<file path="src/design/mem_settings.svh">
`ifndef MEM_SETTINGS_SVH
`define MEM_SETTINGS_SVH

// datapath word width in bits
`define DATA_WIDTH 32

// byte lanes per word, one strobe bit each
`define BYTE_LANES (`DATA_WIDTH / 8)

// word-address bits of the data RAM
// 10 gives 1024 words (4 KiB)
`define RAM_ADDR_WIDTH 10

`endif

</file>
<file path="src/design/memPkg.sv">
`include "mem_settings.svh"

package memPkg;

    typedef logic [`DATA_WIDTH-1:0] word_t;
    typedef logic [`BYTE_LANES-1:0] strobe_t;
    typedef logic [4:0] regIdx_t;

    // access size of a load or store
    typedef enum logic [1:0] {
        MSIZE1 = 2'b00,
        MSIZE2 = 2'b01,
        MSIZE4 = 2'b10
    } msize_e;

    // kind of cp0 event carried by an instruction
    typedef enum logic [1:0] {
        NONE      = 2'b00,
        EXCEPTION = 2'b01,
        INTERRUPT = 2'b10,
        ERET      = 2'b11
    } ctype_e;

    typedef struct packed {
        logic   regWrite;
        logic   memToReg;
        logic   memWrite;
        logic   loadSigned;
        logic   hiWrite;
        logic   loWrite;
        logic   cp0Write;
        msize_e msize;
    } memCtl_t;

    typedef struct packed {
        ctype_e ctype;
        logic   valid;
        // address error on load / on store
        logic   adel;
        logic   ades;
        // offending virtual address
        word_t  vaddr;
    } cp0Ctl_t;

    // record handed over from execute
    typedef struct packed {
        logic    valid;
        word_t   pc;
        regIdx_t rdst;
        word_t   aluOut;
        word_t   srcb;
        memCtl_t ctl;
        cp0Ctl_t cp0Ctl;
    } laneData_t;

    typedef struct packed {
        logic    valid;
        word_t   addr;
        msize_e  size;
        strobe_t strobe;
        word_t   data;
    } dbusReq_t;

    typedef struct packed {
        logic    valid;
        word_t   pc;
        regIdx_t rdst;
        logic    regWrite;
        word_t   result;
        cp0Ctl_t cp0Ctl;
    } wbLane_t;

endpackage

</file>
<file path="src/design/loadExtract.sv">
`timescale 1ns/1ps

module loadExtract import memPkg::*; (
    input  laneData_t lane,
    input  word_t     rdata,
    output wbLane_t   wb
);

    logic [7:0]  loadByte;
    logic [15:0] loadHalf;
    word_t       loadValue;

    always_comb begin
        // byte lane from the low address bits
        case (lane.aluOut[1:0])
            2'd0: loadByte = rdata[7:0];
            2'd1: loadByte = rdata[15:8];
            2'd2: loadByte = rdata[23:16];
            default: loadByte = rdata[31:24];
        endcase
        loadHalf = lane.aluOut[1] ? rdata[31:16] : rdata[15:0];
    end

    always_comb begin
        case (lane.ctl.msize)
            MSIZE1: begin
                if (lane.ctl.loadSigned) begin
                    loadValue = {{24{loadByte[7]}}, loadByte};
                end else begin
                    loadValue = {24'b0, loadByte};
                end
            end
            MSIZE2: begin
                if (lane.ctl.loadSigned) begin
                    loadValue = {{16{loadHalf[15]}}, loadHalf};
                end else begin
                    loadValue = {16'b0, loadHalf};
                end
            end
            default: loadValue = rdata;
        endcase
    end

    always_comb begin
        wb.valid    = lane.valid;
        wb.pc       = lane.pc;
        wb.rdst     = lane.rdst;
        wb.regWrite = lane.ctl.regWrite;
        // non-loads forward the ALU result
        wb.result   = lane.ctl.memToReg ? loadValue : lane.aluOut;
        wb.cp0Ctl   = lane.cp0Ctl;
    end

endmodule

</file>
<file path="config.mk">
export PLATFORM = sky130hd
export DESIGN_NAME = loadExtract
export DESIGN_NICKNAME = d
export VERILOG_FILES = /design/src/design/memPkg.sv /design/src/design/loadExtract.sv
export VERILOG_INCLUDE_DIRS = /design/src /design/src/design
export SDC_FILE = /design/constraint.sdc
export NUM_CORES = 1
export LEC_CHECK = 0
export BUFFER_PORTS_ARGS = -buffer_cell sky130_fd_sc_hd__buf_2
export CORE_AREA = 3 3 112 114
export DETAILED_ROUTE_END_ITERATION = 10
export DIE_AREA = 0 0 115 117
export GPL_ROUTABILITY_DRIVEN = 0
export SLEW_MARGIN = 20
export SYNTH_ARGS = -nofsm -noshare
export SYNTH_HDL_FRONTEND = slang
export SYNTH_SLANG_ARGS = --single-unit
</file>
<file path="constraint.sdc">
create_clock -name vclk -period 3.3
set_input_delay 0.165 -clock vclk [all_inputs]
set_output_delay 0.165 -clock vclk [all_outputs]
set_load 0.1 [all_outputs]
</file>
---- Word-level counts from Yosys, hierarchy flattened ----
Cells that the tools add are included.
word-level totals
  bits in registers ....................... 0
  latch bits .............................. 0
  RAM bits ................................ 0
  ROM bits ................................ 0
  output and inout bits ................... 108
  word-level logic and storage cells ...... 11
  memories ................................ 0
cells by class
  add/subtract/negate cells ............... 0
  $mul .................................... 0
  divide/modulo/power cells ............... 0
  $lt $le $gt $ge ......................... 0
  equality and inequality tests ........... 3
  shifts and indexed selects .............. 0
  mux-type cells .......................... 6
  bitwise gates (word level) .............. 0
  reduce and logical (&&, ||, !) cells .... 2
operators by type and width
  kind                                                              count
  32-bit two-way mux                                                3
  32-bit case mux with 2 select lines                               1
  8-bit case mux with 3 select lines                                1
  16-bit two-way mux                                                1
  2-bit by 1-bit == test with 1-bit output (second input constant)  2
  2-bit logical NOT                                                 2
  2-bit == test (second input constant)                             1

---- Logic depth before layout (Yosys ltp) ----
Gate-level depths: netlist of run 1.
  word-level depth ........................ 5
  gate-level depth with buffers ........... 6
  gate-level depth less buffers ........... 4

---- Worst setup path before layout of run 1 ----
No wires, ideal clock.
  path kind ............................... input to output
  from .................................... in lane[37] (netlist name)
  to ...................................... out wb[44] (netlist name)
  arrival time ............................ 2.405 ns
  setup slack ............................. 0.730 ns
  cell stages on the path ................. 5
  cells stage by stage .................... clkbuf_1 -> and2b_4 -> a22oi_4 -> or2_2 -> a21oi_1
RTL lines
  element             line              source
  start: declaration  loadExtract.sv:4  input laneData_t lane,
  end: declaration    loadExtract.sv:6  output wbLane_t wb

==> results.cfg, run 1 <==
[place]
placed_cells_incl_taps = 415
io_buffers = 100
hpwl_mm = 5.58

[setup_path]
arrival_ps = 2050
critical_path.endpoint = wb[45]
ordered_cell_list_for_the_critical_path = buf_2 > and2b_1 > a21oi_1 > a2bb2oi_1 > a31oi_4 > buf_2
cell_repeated_most_along_the_worst_path = buf_2
start_kind = input pin
path_class = input pin to output pin
worst-path-max-fanout = 16
slowest_stage = and2b_1
startpoint = lane[79]
crit_required_ps = 3130
end_kind = output pin
worst_path_largest_cell_delay_ps = 550

[sta]
max_freq_mhz = 452
final.min_clock_period_ps = 2210
hold_viol_final = 0
rsz0062_at_grt = false
timing.hold.ws_ps = 330
timing_max_transition_violations_final = 0
worstMarginPinSlew_ps = 832
setup_tns_ps = 0
total_setup_violations_reported_at_the_end_of_the_flow = 0
max-slew-margin-rel = 0.445
final_min_period_over_clock_period = 0.671

[worst_hold_path]
hold_path_startpoint = lane[140]
hp-class = input pin to output pin

[synthesis]
ys_warn_count = 0
postSynthNetCount = 447
synth.avg_cell_area_um2 = 6.75
part_of_the_yosys_area_used_for_sequential_elements = 0
synth_largest_area_cell = buf_4
synthCells = 267
synth_largest_type_area_fraction = 0.316
synthesis.area_um2 = 1800
synth_cell_types = 41
synthTopCellsByArea = buf_4, nand2_1, nand3_1

[pwr]
irDropWorstVdd_uv = 100
lkg_pwr_nw = 0.839
power_density_nw_per_um2 = 311

[layout]
instances_no_fill = 415
finish.net_count = 454
multi_input_comb_area_um2 = 1090
nClkBuffers = 0
num_antenna_cells = 0
seq_cells = 0
sequential_cell_area_um2 = 0
fillers = 1351
p_r_area_growth_vs_syn_pct = 0.763
drive_above_1_share = 0.471

[detailed_routing]
drt-total-wl_mm = 6.82
drt-pass1-iter-count = 4
num_vias = 1795
routed_wire_length_per_instance_um = 16.4
initialDrtViolationCount = 118
post_route_drc = 0
routed_via_density = 4.33
antenna_left = 0

[global_routing]
grt_util_all_layers = 0.0929
grt_pass1_wl_mm = 9.80
globalRoute.totalOverflow = 0
grt_pass1_vias = 1766
antenna_violations_before_repair = 1
pin_count_of_the_biggest_net_entering_global_routing = 49

[die]
initial_utilization = 0.157
std_cell_rows = 39
floorplan.core_area_um2 = 11500
boundaryPins = 288
die_h_um = 117
die_w_um = 115
die_outline_area_um2 = 13500

[run]
drv_cap = 0

[status]
run_status = finished clean

[clocking]
resized_cells_post_cts = 0
post-cts-setup-buffers = 0
cts.hold.buffers_added = 0
==> layout by cell type, fill, tap and decap left out, types with 6 or more instances in the layout <==
master | netlist | layout
o22ai_1 | 6 | 6
nor2_1 | 11 | 11
o21ai_0 | 17 | 17
buf_2 | 9 | 100
mux2i_1 | 6 | 6
inv_1 | 7 | 7
nand2_1 | 25 | 25
a21oi_1 | 12 | 12
a21oi_2 | 10 | 10
nand3_1 | 18 | 18
==> metrics by stage <==
stage,util,power [W],worst slack [ps],area [µm²]
6_report,0.158,0.000565,1090,1820
5_1_grt,0.158,0.000596,994,1820
4_1_cts,0.158,0.000570,1070,1820
3_5_place_dp,0.158,0.000568,1070,1820
3_3_place_gp,0.158,0.000568,1060,1820
2_1_floorplan,-,0.000886,730,1800
==> critical path: cells and delay by family <==
family | cells | cell delay [ps]
buffers and inverters | 2 | 780
AND/OR/NAND/NOR | 1 | 550
AO/OA/AOI/OAI | 3 | 540
==> cell usage after synthesis, types with 4 or more instances <==
library cell	number
nor3b_1	4
o21ai_0	17
buf_4	76
o22ai_1	6
buf_2	9
a31oi_1	4
o31ai_1	5
clkbuf_1	9
and3_1	5
o2bb2ai_1	4
mux2i_1	6
a41oi_2	4
a21oi_2	10
nand2_1	25
nor2_1	11
inv_1	7
a21oi_1	12
a22o_1	4
nand3_1	18
==> metal layers <==
metal  track usage  wire [µm]  vias to the layer above  share of wire
met1         0.125       3050                      797           0.45
met3        0.0170        528                       28          0.077
met2         0.157       3120                       97           0.46
li1              -          -                      871              -
met5             0          7                        -         0.0010
met4        0.0149        116                        2          0.017
==> area by class of cell <==
cell class	count	area share
Multi-Input combinational cell	162	0.599
Timing Repair Buffer	103	0.288
Tap cell	143	0.0985
Inverter	7	0.0145
==> report_power, final <==
part	switching (W)	total (W)	internal, W
logic	0.000445	0.000565	0.000119
clock network	0	0	0
registers	0	0	0
==> worst min-delay path by stage <==
| stage | end | slack [ps] | cells past startpoint |
|---|---|---|---|
| after CTS | wb[101] | 330 | 0 |
| after detailed placement | wb[101] | 330 | 0 |
| final | wb[100] | 330 | 0 |
| after global routing | wb[16] | 330 | 0 |
| after global placement | wb[101] | 330 | 0 |
| after floorplan | wb[0] | 540 | 1 |
==> kinds of logic after synthesis <==
| family | synth area share |
|---|---|
| buffers and inverters | 0.396 |
| AOI/OAI and AO/OA | 0.351 |
| muxes | 0.0562 |
| and+or+nand+nor | 0.196 |
Note: power is estimated with default switching activity, not from simulation.
==> run 2, diff against run 1 <==
--- a/config.mk
+++ b/config.mk
@@ -7,9 +7,9 @@
 export NUM_CORES = 1
 export LEC_CHECK = 0
 export BUFFER_PORTS_ARGS = -buffer_cell sky130_fd_sc_hd__buf_2
-export CORE_AREA = 3 3 112 114
+export CORE_AREA = 3 3 111 113
 export DETAILED_ROUTE_END_ITERATION = 10
-export DIE_AREA = 0 0 115 117
+export DIE_AREA = 0 0 114 116
 export GPL_ROUTABILITY_DRIVEN = 0
 export SLEW_MARGIN = 20
 export SYNTH_ARGS = -nofsm -noshare
==> constraint.sdc (replaced) <==
create_clock -name vclk -period 1.85
set_input_delay 0.0925 -clock vclk [all_inputs]
set_output_delay 0.0925 -clock vclk [all_outputs]
set_load 0.1 [all_outputs]
==> run 2 against run 1 <==
Against the previous run:
- global-route usage increased by 0.32 points
- routed wire length increased by 2.7%
- final area increased by 30%
- total power increased by 120%
- non-clock buffer count increased by 9
- largest cell class unchanged
- sequential share of layout area unchanged
- flip-flop and latch count unchanged
- worst setup slack got worse by 920 ps
- core utilization increased by 4.8 points
- critical endpoint is now wb[55]
- clock-buffer cell count unchanged
==> results.cfg, run 2 (synthesized netlist as in run 1, its figures left out) <==
[global_routing]
antenna_violations_before_repair = 0
grt_pass1_wl_mm = 10.1
pin_count_of_the_biggest_net_entering_global_routing = 28
globalRoute.totalOverflow = 0
grt_pass1_vias = 1861
grt_util_all_layers = 0.0961

[detailed_routing]
num_vias = 1855
initialDrtViolationCount = 78
post_route_drc = 0
routed_wire_length_per_instance_um = 16.5
routed_via_density = 4.38
antenna_left = 0
drt-pass1-iter-count = 4
drt-total-wl_mm = 7.01

[layout]
final_area_um2 = 2350
sequential_cell_area_um2 = 0
fillers = 1273
num_antenna_cells = 0
layout_common_cells = buf_2, nand2_1, buf_12
p_r_area_growth_vs_syn_pct = 30.5
final_common_cell = buf_2
multi_input_comb_area_um2 = 1280
post-route-util = 0.206
seq_cells = 0
nClkBuffers = 0
finish.net_count = 463
drive_above_1_share = 0.516

[sta]
final.min_clock_period_ps = 1690
timing.hold.ws_ps = 185
final_min_period_over_clock_period = 0.911
max_freq_mhz = 593
rsz0062_at_grt = false
fin_ws_ps = 165
max-slew-margin-rel = 0.672
setup_tns_ps = 0
hold_viol_final = 0
worstMarginPinSlew_ps = 496
total_setup_violations_reported_at_the_end_of_the_flow = 0
timing_max_transition_violations_final = 0

[die]
die_h_um = 116
die_w_um = 114
boundaryPins = 288
std_cell_rows = 39
die_outline_area_um2 = 13200
floorplan.core_area_um2 = 11400
initial_utilization = 0.158

[place]
hpwl_mm = 5.90
cell_area_after_placement_um2 = 2350
io_buffers = 100
placement.setup.worst_slack_ps = 154

[setup_path]
arrival_ps = 1590
end_kind = output pin
start_kind = input pin
startpoint = lane[78]
worst-path-max-fanout = 16
crit_required_ps = 1760
path_class = input pin to output pin

[pwr]
power_density_nw_per_um2 = 520
lkg_pwr_nw = 1.03
irDropWorstVdd_uv = 226

[worst_hold_path]
worst_hold_path.endpoint = wb[104]
timing.hold.worst_path_depth = 0
hp-class = input pin to output pin
hold_path_startpoint = lane[144]

[clocking]
resized_cells_post_cts = 0
cts.hold.buffers_added = 0
post-cts-setup-buffers = 0

[run]
drv_cap = 0

[status]
run_status = finished clean
[run 2: critical path, stage by stage]
cell and delay, ps:
buf_2 160, mux2_4 330, a22oi_4 210, o311a_4 230, buf_12 190, a21oi_1 80
buf_2 300
[run 2: layout make-up]
type	count	area share
well taps	143	0.0760
inverters	7	0.0112
repair buffers	112	0.369
multi-input cells	162	0.544
[run 2: worst max path at each step]
| stage | slack [ps] | cells after the start | endpoint |
|---|---|---|---|
| 2_1_floorplan | -510 | 4 | wb[53] |
| 3_3_place_gp | 170 | 7 | wb[55] |
| 3_5_place_dp | 150 | 7 | wb[55] |
| 4_1_cts | 140 | 7 | wb[55] |
| 5_1_grt | 60 | 7 | wb[43] |
| 6_report | 160 | 7 | wb[55] |
[run 2: per-stage QoR]
| step | cells | total power, W |
|---|---|---|
| 2_1_floorplan | 267 | 0.00165 |
| 3_5_place_dp | 424 | 0.00123 |
| 3_3_place_gp | 424 | 0.00122 |
| 5_1_grt | 424 | 0.00128 |
| 4_1_cts | 424 | 0.00124 |
| 6_report | 424 | 0.00122 |
[run 2: per-layer routing]
| layer | part of all wire | track usage | up-vias |
|---|---|---|---|
| met5 | 0 | 0 | - |
| met3 | 0.075 | 0.0125 | 30 |
| met2 | 0.47 | 0.167 | 88 |
| met4 | 0.037 | 0.0333 | 0 |
| li1 | - | - | 894 |
| met1 | 0.42 | 0.122 | 843 |
[run 2: where the power goes]
part           switching, W  internal (W)
sequential                0             0
combinational      0.000852      0.000371
clock                     0             0
