==> config.mk <==
export PLATFORM = sky130hd
export DESIGN_NAME = memoryStage
export DESIGN_NICKNAME = d
export VERILOG_FILES = /design/src/design/memPkg.sv /design/src/design/addrTranslate.sv /design/src/design/storeAlign.sv /design/src/design/memoryStage.sv
export VERILOG_INCLUDE_DIRS = /design/src /design/src/design
export SDC_FILE = /design/constraint.sdc
export NUM_CORES = 1
export LEC_CHECK = 0
export CAP_MARGIN = 40
export CORE_AREA = 4 4 286 288
export DETAILED_ROUTE_END_ITERATION = 7
export DIE_AREA = 0 0 290 292
export DONT_BUFFER_PORTS = 1
export SLEW_MARGIN = 20
export SYNTH_ARGS = -nofsm -noshare
export SYNTH_HDL_FRONTEND = slang
export SYNTH_HIERARCHICAL = 1
export SYNTH_SLANG_ARGS = --single-unit
==> constraint.sdc <==
create_clock -name vclk -period 7.7
set_input_delay 1.925 -clock vclk [all_inputs]
set_output_delay 1.925 -clock vclk [all_outputs]
set_load 0.01 [all_outputs]
==> src/design/mem_settings.svh <==
`ifndef MEM_SETTINGS_SVH
`define MEM_SETTINGS_SVH

// datapath word width in bits
`define DATA_WIDTH 32

// byte lanes per word, one strobe bit each
`define BYTE_LANES (`DATA_WIDTH / 8)

// word-address bits of the data RAM
// 10 gives 1024 words (4 KiB)
`define RAM_ADDR_WIDTH 10

`endif

==> src/design/memPkg.sv <==
`include "mem_settings.svh"

package memPkg;

    typedef logic [`DATA_WIDTH-1:0] word_t;
    typedef logic [`BYTE_LANES-1:0] strobe_t;
    typedef logic [4:0] regIdx_t;

    // access size of a load or store
    typedef enum logic [1:0] {
        MSIZE1 = 2'b00,
        MSIZE2 = 2'b01,
        MSIZE4 = 2'b10
    } msize_e;

    // kind of cp0 event carried by an instruction
    typedef enum logic [1:0] {
        NONE      = 2'b00,
        EXCEPTION = 2'b01,
        INTERRUPT = 2'b10,
        ERET      = 2'b11
    } ctype_e;

    typedef struct packed {
        logic   regWrite;
        logic   memToReg;
        logic   memWrite;
        logic   loadSigned;
        logic   hiWrite;
        logic   loWrite;
        logic   cp0Write;
        msize_e msize;
    } memCtl_t;

    typedef struct packed {
        ctype_e ctype;
        logic   valid;
        // address error on load / on store
        logic   adel;
        logic   ades;
        // offending virtual address
        word_t  vaddr;
    } cp0Ctl_t;

    // record handed over from execute
    typedef struct packed {
        logic    valid;
        word_t   pc;
        regIdx_t rdst;
        word_t   aluOut;
        word_t   srcb;
        memCtl_t ctl;
        cp0Ctl_t cp0Ctl;
    } laneData_t;

    typedef struct packed {
        logic    valid;
        word_t   addr;
        msize_e  size;
        strobe_t strobe;
        word_t   data;
    } dbusReq_t;

    typedef struct packed {
        logic    valid;
        word_t   pc;
        regIdx_t rdst;
        logic    regWrite;
        word_t   result;
        cp0Ctl_t cp0Ctl;
    } wbLane_t;

endpackage

==> src/design/addrTranslate.sv <==
`timescale 1ns/1ps

module addrTranslate import memPkg::*; (
    input  word_t vaddr,
    output word_t paddr
);

    logic [2:0] segment;
    logic       unmapped;

    assign segment = vaddr[31:29];

    always_comb begin
        // kseg0 is 0x8000_0000..0x9fff_ffff, kseg1 is 0xa000_0000..0xbfff_ffff
        case (segment)
            3'b100,
            3'b101:  unmapped = 1'b1;
            default: unmapped = 1'b0;
        endcase
    end

    always_comb begin
        paddr = vaddr;
        // both unmapped segments alias the low 512 MiB
        if (unmapped) begin
            paddr[31:29] = 3'b000;
        end
    end

endmodule

==> src/design/storeAlign.sv <==
`timescale 1ns/1ps

module storeAlign import memPkg::*; (
    input  logic [1:0] addrLow,
    input  word_t      storeData,
    input  msize_e     msize,
    output word_t      alignedData,
    output strobe_t    strobe,
    output logic       storeMisalign
);

    always_comb begin
        case (msize)
            MSIZE1: begin
                // byte copied to every lane, strobe picks the one
                alignedData   = {4{storeData[7:0]}};
                strobe        = strobe_t'(4'b0001) << addrLow;
                storeMisalign = 1'b0;
            end
            MSIZE2: begin
                alignedData   = {2{storeData[15:0]}};
                strobe        = strobe_t'(4'b0011) << addrLow;
                storeMisalign = addrLow[0];
            end
            MSIZE4: begin
                alignedData   = storeData;
                strobe        = strobe_t'(4'b1111);
                storeMisalign = |addrLow;
            end
            default: begin
                // unused size code writes nothing
                alignedData   = storeData;
                strobe        = '0;
                storeMisalign = 1'b0;
            end
        endcase
    end

endmodule

==> src/design/memoryStage.sv <==
`timescale 1ns/1ps

module memoryStage import memPkg::*; (
    input  laneData_t dataE  [1:0],
    output laneData_t dataE2 [1:0],
    output dbusReq_t  dreq   [1:0],
    output logic      excpM
);

    word_t   paddr        [1:0];
    word_t   alignedData  [1:0];
    strobe_t strobe       [1:0];
    logic    sizeMisalign [1:0];
    logic    storeMis     [1:0];
    logic    loadMis      [1:0];
    logic    blocked      [1:0];
    logic    laneEvent    [1:0];
    logic    olderKill;

    for (genvar i = 0; i < 2; i++) begin : gLane
        addrTranslate u_addrTranslate (
            .vaddr(dataE[i].aluOut),
            .paddr(paddr[i])
        );

        storeAlign u_storeAlign (
            .addrLow      (dataE[i].aluOut[1:0]),
            .storeData    (dataE[i].srcb),
            .msize        (dataE[i].ctl.msize),
            .alignedData  (alignedData[i]),
            .strobe       (strobe[i]),
            .storeMisalign(sizeMisalign[i])
        );

        // same size rule applies to loads and stores
        assign storeMis[i] = dataE[i].valid && dataE[i].ctl.memWrite && sizeMisalign[i];
        assign loadMis[i]  = dataE[i].valid && dataE[i].ctl.memToReg && sizeMisalign[i];

        // instruction already faulting or returning, no bus access
        assign blocked[i] = dataE[i].cp0Ctl.ctype == EXCEPTION ||
                            dataE[i].cp0Ctl.ctype == ERET ||
                            storeMis[i] || loadMis[i];

        // any cp0 event kind other than none
        assign laneEvent[i] = dataE[i].cp0Ctl.ctype != NONE;

        always_comb begin
            dreq[i] = '0;
            if (dataE[i].valid && (dataE[i].ctl.memToReg || dataE[i].ctl.memWrite)) begin
                dreq[i].valid = !blocked[i] && (i == 1 || !olderKill);
                dreq[i].addr  = paddr[i];
                dreq[i].size  = dataE[i].ctl.msize;
                if (dataE[i].ctl.memWrite) begin
                    dreq[i].strobe = strobe[i];
                    dreq[i].data   = alignedData[i];
                end
            end
        end

        always_comb begin
            dataE2[i] = dataE[i];
            if (storeMis[i]) begin
                dataE2[i].cp0Ctl.ctype = EXCEPTION;
                dataE2[i].cp0Ctl.valid = 1'b1;
                dataE2[i].cp0Ctl.ades  = 1'b1;
                dataE2[i].cp0Ctl.vaddr = dataE[i].aluOut;
            end
            if (loadMis[i]) begin
                dataE2[i].cp0Ctl.ctype = EXCEPTION;
                dataE2[i].cp0Ctl.valid = 1'b1;
                dataE2[i].cp0Ctl.adel  = 1'b1;
                dataE2[i].cp0Ctl.vaddr = dataE[i].aluOut;
            end
            // younger lane loses all architectural writes
            if (i == 0 && olderKill) begin
                dataE2[i].ctl.regWrite = 1'b0;
                dataE2[i].ctl.memToReg = 1'b0;
                dataE2[i].ctl.hiWrite  = 1'b0;
                dataE2[i].ctl.loWrite  = 1'b0;
                dataE2[i].ctl.cp0Write = 1'b0;
                dataE2[i].cp0Ctl.valid = 1'b0;
            end
        end
    end

    // lane 1 is older, its fault squashes lane 0
    assign olderKill = blocked[1];

    assign excpM = laneEvent[1] || laneEvent[0] ||
                   storeMis[1] || storeMis[0] ||
                   loadMis[1]  || loadMis[0];

endmodule

# == Yosys cells after proc, flatten, opt, wreduce, memory -nomap -nowiden ==
# Cells that the tools add are included.
# word_totals
regBits,0
input_bits,296
out_inout_bits,439
word_cells,75
# classes
n_eq_ne,12
n_shift,4
n_mux,25
reduce_logical,34
# ops
operator,n
71-bit 2-to-1 mux,2
32-bit one-hot mux with 2 select lines,2
36-bit 2-to-1 mux,2
33-bit 2-to-1 mux,2
32-bit 2-to-1 mux,2
4-bit one-hot mux with 3 select lines,2
3-bit 2-to-1 mux,5
1-bit logical OR,13
3-bit == test (second input constant),4
1-bit logical AND,11
2-bit by 1-bit == test with 1-bit output (second input constant),4
2-bit == test (second input constant),4
4-bit 2-to-1 mux,2
2-bit OR reduction,4
1-bit by 2-bit left shift with 4-bit output (first input constant),2
2-bit by 2-bit left shift with 4-bit output (first input constant),2
2-bit zero test,2
1-bit one-hot mux with 2 select lines,2
2-bit nonzero test,2
1-bit 2-to-1 mux,3
1-bit zero test,2
2-bit 2-to-1 mux,1

# == Longest topological paths before layout ==
# Gate-level depths: netlist of run 1.
# logic_depth
ltp_word,8
mapped_depth,8
mapped_depth_nobuf,6

# == Hierarchy ==
# Netlist of run 1, hierarchy kept.
# by_module_without_submodules
module,instances,cells_each,area_each_um2,seq_area_each_um2
memoryStage,1,476,3598.5,0.0
storeAlign,2,84,545.5,0.0
addrTranslate,2,33,240.2,0.0

# == Least setup slack after synthesis of run 1 ==
# Ideal clock, no wire load.
# synth_timing
path_kind,input port to output port
from,in dataE[186] (netlist bit)
to,out dataE2[156] (netlist bit)
t_arrival_ns,3.635
required_time_ns,5.775
slack_ns,2.140
cell_stages,8
n_path_buf,2
cell_sequence,inv_1 -> ha_1 -> buf_4 -> nand2_1 -> a21boi_0 -> o211ai_4 -> buf_6 -> mux2_1
# synth_rtl
element,line,rtl
"start, declared",memoryStage.sv:4,"input laneData_t dataE [1:0],"
"end, declared",memoryStage.sv:5,"output laneData_t dataE2 [1:0],"

==> flow_summary.ini, run 1 <==
[sta]
setup_violations = 0
relSlewSlack_pct = 48.4
tns_ns = 0
layout_min_cycle_time_ns = 6.30
period_share_pct = 81.8
final-hold-violation-count = 0
fmax_mhz = 159
rsz0062_at_grt = no
worst_slew_pin_slew_ns = 0.767
drv_slew = 0

[critical_path]
crit_fanout = 37
path_class = input port to output port
critical-path-top-delay-family = compound AO/OA/AOI/OAI gates
arrival_ns = 4.37
cp_slowest_cell = a21boi_0
end_kind = output port
path_cells = inv_1 > ha_1 > nand2_1 > a21boi_0 > o211ai_4 > buf_4 > nand4b_1 > buf_4
cp-start-kind = input port
cpMostUsedCell = buf_4
critPathMaxStageDelay_ns = 0.63
path_depth = 8
worst_ep_required_time_ns = 5.78
crit_buf_inv = 3

[drt]
wl_met3_um = 6260
drt_iter0_drc = 231
wl_um = 39700
viasPerCell = 2.75
top_layer = met5
drt-met1-wl_um = 14000
dr_wl_met2_um = 16900
wire_per_inst_um = 27.2
vias = 4010
drc = 0
ant_nets = 0
dr.pass1.iters = 5

[placement]
gp_congestion = 0.778
place_area_um2 = 4130
placed_cells = 1438
hpwl_um = 36000
io_buffer_count = 0

[power]
cellPowerDensity_nw_per_um2 = 48.0
leakagePower_nw = 1.43
ir_worst_vdd_v = 0.00000853

[finish]
nNetsFinal = 696
final.clkbuf_count = 0
regArea_um2 = 0
stdcell_count = 1459
fin_area_um2 = 4200
areaGrowthSynthToFinish_pct = -18.9
mostFrequentLayoutCell = and3_1
nFillCells = 9382
drive_gt1_share_pct = 21.8
final_cell_mix = and3_1 (72), and2_1 (70), mux2_2 (64)
seq_cells = 0

[floorplanning]
ios = 735
fp.dieW_um = 290
start_util_pct = 6.55
die_h_um = 292
core_um2 = 78900
die_area_um2 = 84700
fp-row-count = 103

[global_routing]
grt_pass1_vias = 3853
grtUsageTotal_pct = 8.54
grt_max_degree = 43
grt_antenna_before_repair = 59
grt_overflow_total = 0
grt_pass1_wl_um = 47400

[clocking]
cts_hold_buf = 0
cts_resized = 0
cts_setup_buffers = 0

[synthesis]
synth.largest_area_cell = buf_4
yosysSeqAreaShare_pct = 0
ys_warn_count = 6
syn_area_um2 = 5170
syn_inst = 710
syn_nets = 1014
synth_top_cell_area_share_pct = 42.8
synthTopCellsByArea = buf_4 (43%), mux2_2 (14%), and3_1 (8.7%)
synth_cell_types = 33
syn_area_per_cell_um2 = 7.28

[status]
status = finished, final reports clean

[min_path]
min_path_type = input port to output port
holdPathStages = 0

[run]
maxCapViolCount = 0
==> through the flow <==
step                      hold WS (ns)  util (%)  setup WS (ns)  power, mW
after floorplan                   3.94         -           2.14      0.301
after global placement            3.85      5.22           1.32      0.203
after detailed placement          3.85      5.23           1.28      0.205
after CTS                         3.85      5.23           1.27      0.205
after global routing              3.85      5.29           1.15      0.217
final                             3.85      5.32           1.40      0.201
==> cells in the mapped netlist, types with 4 or more instances <==
cell / n
buf_4: 295
and3_1: 72
and2_1: 70
mux2_2: 64
a22o_1: 32
nand2_1: 26
clkbuf_1: 22
nor2_1: 21
o21ai_0: 20
a21oi_1: 16
buf_6: 10
inv_1: 9
ha_1: 8
nor3b_1: 6
nand2b_1: 5
a31o_2: 4
o31ai_1: 4
==> cells by family after synthesis <==
logic type | Yosys count | synth area share [%]
buffers and inverters | 339 | 47.5
AO/OA/AOI/OAI | 86 | 12.2
multiplexers | 68 | 14.8
AND/OR/NAND/NOR | 209 | 23.6
adder cells (fa/ha/maj) | 8 | 1.94
==> area by class of cell <==
type	instances	area [um^2]	share of cell area (%)
Inverter	9	33.8	0.805
Multi-Input combinational cell	371	2720	64.8
Antenna cell	19	47.5	1.13
Timing Repair Buffer	10	82.6	1.97
Tap cell	1050	1310	31.3
==> metal layers <==
metal | up-vias | GRT usage [%]
met5 | - | 0
met1 | 1781 | 9.29
met2 | 617 | 13.3
li1 | 1469 | -
met3 | 119 | 5.20
met4 | 24 | 3.85
==> final timing paths <==
| kind | slack, ns | start | endpoint |
|---|---|---|---|
| max | 1.40 | dataE[186] | excpM |
| min | 3.85 | dataE[106] | dataE2[106] |
==> power breakdown <==
| group | internal [mW] | switching, mW |
|---|---|---|
| Clock | 0.000000345 | 0 |
| Combinational | 0.0726 | 0.129 |
| Sequential | 0 | 0 |
| Total | 0.0726 | 0.129 |
Power figures use the tool's default switching activity.
==> run 2: changes to the inputs <==
==> constraint.sdc (replaced) <==
create_clock -name vclk -period 5.8
set_input_delay 1.45 -clock vclk [all_inputs]
set_output_delay 1.45 -clock vclk [all_outputs]
set_load 0.01 [all_outputs]
==> flow_summary.ini, run 2 (synthesized netlist as in run 1, its figures left out) <==
[min_path]
min_path_type = input port to output port

[global_routing]
grt_pass1_wl_um = 48300
grt_antenna_before_repair = 51
grtUsageTotal_pct = 8.65
grt_max_degree = 43
grt_pass1_vias = 3881
grt_overflow_total = 0

[sta]
rsz0062_at_grt = no
drv_slew = 0
fmax_mhz = 190
setup_violations = 0
whs_ns = 2.90
tns_ns = 0
final-hold-violation-count = 0
layout_min_cycle_time_ns = 5.27
relSlewSlack_pct = 59.1
period_share_pct = 90.9
worst_slew_pin_slew_ns = 0.613

[drt]
drc = 0
viasPerCell = 2.76
drt_iter0_drc = 260
wl_um = 40000
ant_nets = 0
vias = 4049
wire_per_inst_um = 27.2
dr.pass1.iters = 4

[critical_path]
worst_ep_required_time_ns = 4.35
path_class = input port to output port
cp-start-kind = input port
end_kind = output port
crit_fanout = 37
arrival_ns = 3.82

[finish]
mostFrequentLayoutCell = and3_1
final.clkbuf_count = 0
regArea_um2 = 0
drive_gt1_share_pct = 22.7
areaGrowthSynthToFinish_pct = -17.1
seq_cells = 0
nNetsFinal = 702
final_cell_mix = and3_1 (72), and2_1 (70), mux2_2 (64)

[floorplanning]
start_util_pct = 6.55
ios = 735
die_area_um2 = 84700
fp.dieW_um = 290
fp-row-count = 103
die_h_um = 292
core_um2 = 78900

[power]
comb_power_share_pct = 100.0
leakagePower_nw = 1.47
seqPwrFrac_pct = 0
cellPowerDensity_nw_per_um2 = 62.4
clock_power_share_pct = 0
total_power_mw = 0.267
switchingPower_mw = 0.166
swShare_pct = 62.0
p_int_mw = 0.102
ir_worst_vdd_v = 0.0000164

[clocking]
cts_hold_buf = 0
cts_resized = 0
cts_setup_buffers = 0

[placement]
gp_congestion = 0.764
hpwl_um = 36200
io_buffer_count = 0

[status]
status = finished, final reports clean

[run]
maxCapViolCount = 0
==> run 2: layout make-up <==
| type | instances | area, um^2 |
|---|---|---|
| antenna | 23 | 57.6 |
| fill | 9395 | 74600 |
| inverter | 9 | 33.8 |
| multi-input combinational | 371 | 2710 |
| tap | 1050 | 1310 |
| timing repair buffer | 16 | 168 |
==> run 2: path summary, 6_finish.rpt <==
check	from	to	depth (start not counted)
worst max-delay path	dataE[186]	excpM	9
worst min-delay path	dataE[146]	dataE2[146]	0
==> run 2: power groups by stage <==
stage / registers (mW) / logic (mW) / clock network, mW
2_1_floorplan: 0 / 0.400 / 0
3_3_place_gp: 0 / 0.267 / 0
3_5_place_dp: 0 / 0.272 / 0
4_1_cts: 0 / 0.272 / 0
5_1_grt: 0 / 0.290 / 0.000000335
6_report: 0 / 0.267 / 0.000000553
==> run 2: worst max-delay path, cell delays in order <==
cell and delay [ns]:
inv_1 0.07, ha_1 0.36, nand2_1 0.14, a21boi_0 0.09, buf_4 0.17, o211ai_4 0.08, buf_4 0.48, nand4b_1 0.55
buf_4 0.34
==> run 2: metal layers <==
layer,track usage [%],part of all wire (%)
met2,13.9,44
met4,3.44,5.1
met3,4.59,14
met5,0,0.27
met1,9.63,36
==> run 2: per-stage QoR <==
step           utilization [%]  instance area [um^2]  cells  worst slack (ns)
2_1_floorplan                -                  5170    710              1.19
3_3_place_gp              5.25                  4140   1441             0.433
3_5_place_dp              5.30                  4180   1443             0.411
4_1_cts                   5.30                  4180   1443             0.407
5_1_grt                   5.40                  4260   1460             0.294
6_report                  5.43                  4290   1469             0.529
==> run 3: changes to the inputs <==
--- a/config.mk
+++ b/config.mk
@@ -6,6 +6,7 @@
 export SDC_FILE = /design/constraint.sdc
 export NUM_CORES = 1
 export LEC_CHECK = 0
+export ABC_CLOCK_PERIOD_IN_PS = 5800
 export CAP_MARGIN = 40
 export CORE_AREA = 4 4 286 288
 export DETAILED_ROUTE_END_ITERATION = 7
==> constraint.sdc (replaced) <==
create_clock -name vclk -period 5.8
set_input_delay 1.45 -clock vclk [all_inputs]
set_output_delay 1.45 -clock vclk [all_outputs]
set_load 0.02 [all_outputs]
==> flow_summary.ini, run 3 (synthesized netlist as in run 1, its figures left out) <==
[power]
p_int_mw = 0.0982
switchingPower_mw = 0.235
ir_worst_vdd_v = 0.0000193
comb_power_share_pct = 100.0
cellPowerDensity_nw_per_um2 = 78.6
seqPwrFrac_pct = 0
swShare_pct = 70.5
leakagePower_nw = 1.45
clock_power_share_pct = 0

[finish]
areaGrowthSynthToFinish_pct = -18.2
final_cell_mix = and3_1 (72), and2_1 (70), mux2_2 (64)
nNetsFinal = 700
regArea_um2 = 0
drive_gt1_share_pct = 22.6
fin_area_um2 = 4230
final.clkbuf_count = 0
seq_cells = 0
mostFrequentLayoutCell = and3_1

[sta]
worst_slew_pin_slew_ns = 0.776
relSlewSlack_pct = 48.1
final-hold-violation-count = 0
layout_min_cycle_time_ns = 5.03
tns_ns = 0
drv_slew = 0
setup_violations = 0
rsz0062_at_grt = no
fmax_mhz = 199
period_share_pct = 86.7

[min_path]
holdPathStages = 0
min_from = dataE[146]
min_path_type = input port to output port
min_to = dataE2[146]

[placement]
place_area_um2 = 4160
io_buffer_count = 0
gp_congestion = 0.804
hpwl_um = 36000

[drt]
wire_per_inst_um = 26.9
vias = 4036
viasPerCell = 2.75
ant_nets = 0
dr.pass1.iters = 4
wl_um = 39600
drt_iter0_drc = 223
drc = 0

[critical_path]
path_class = input port to output port
end_kind = output port
worst_ep_required_time_ns = 4.35
crit_fanout = 37
cp-start-kind = input port
arrival_ns = 3.58

[global_routing]
grt_overflow_total = 0
grt_pass1_wl_um = 47400
grt_max_degree = 43
grtUsageTotal_pct = 8.50
grt_pass1_vias = 3926
grt_antenna_before_repair = 48

[floorplanning]
die_area_um2 = 84700
ios = 735
start_util_pct = 6.55
fp-row-count = 103
fp.dieW_um = 290
die_h_um = 292
core_um2 = 78900

[clocking]
cts_resized = 0
cts_hold_buf = 0
cts_setup_buffers = 0

[run]
maxCapViolCount = 0

[status]
status = finished, final reports clean
-- run 3: cell type report --
| type | count | area, um^2 |
|---|---|---|
| fill | 9381 | 74600 |
| multi-input combinational | 371 | 2720 |
| tap | 1050 | 1310 |
| timing repair buffer | 14 | 103 |
| antenna | 25 | 62.6 |
| inverter | 9 | 33.8 |
-- run 3: routing by layer --
layer  global-route usage [%]  share of wire [%]  vias to the layer above
li1                         -                  -                     1488
met1                     9.22                 37                     1831
met2                     13.2                 43                      569
met3                     5.03                 14                      128
met4                     4.14                5.8                       20
met5                        0               0.35                        -
-- run 3: worst max-delay path by stage --
stage / start / to / cells past startpoint
6_report: dataE[186] / excpM / 8
3_5_place_dp: dataE[186] / excpM / 8
4_1_cts: dataE[186] / excpM / 8
3_3_place_gp: dataE[186] / excpM / 8
5_1_grt: dataE[186] / excpM / 8
2_1_floorplan: dataE[38] / dataE2[34] / 8
-- run 3: power groups by stage --
stage / clock network, mW / registers, mW / logic [mW]
after floorplan: 0 / 0 / 0.531
after global placement: 0 / 0 / 0.338
after detailed placement: 0 / 0 / 0.339
after CTS: 0 / 0 / 0.340
after global routing: 0.000000292 / 0 / 0.354
final: 0.000000618 / 0 / 0.333
-- run 3: critical path, cell delays in order --
cell and delay, ns:
inv_1 0.13, ha_1 0.26, a21boi_0 0.11, buf_2 0.17, o211ai_4 0.09, buf_4 0.46
nand4b_1 0.48, buf_4 0.32
-- run 3: stage by stage --
| step | cells | power [mW] | hold slack [ns] | setup WS [ns] | utilization (%) |
|---|---|---|---|---|---|
| detailed placement | 1442 | 0.339 | 2.90 | 0.457 | 5.27 |
| global placement | 1441 | 0.338 | 2.90 | 0.507 | 5.26 |
| finish | 1469 | 0.333 | 2.90 | 0.773 | 5.36 |
| CTS | 1442 | 0.340 | 2.90 | 0.458 | 5.27 |
| floorplan | 710 | 0.531 | 3.01 | 1.02 | - |
| global route | 1456 | 0.354 | 2.90 | 0.486 | 5.32 |
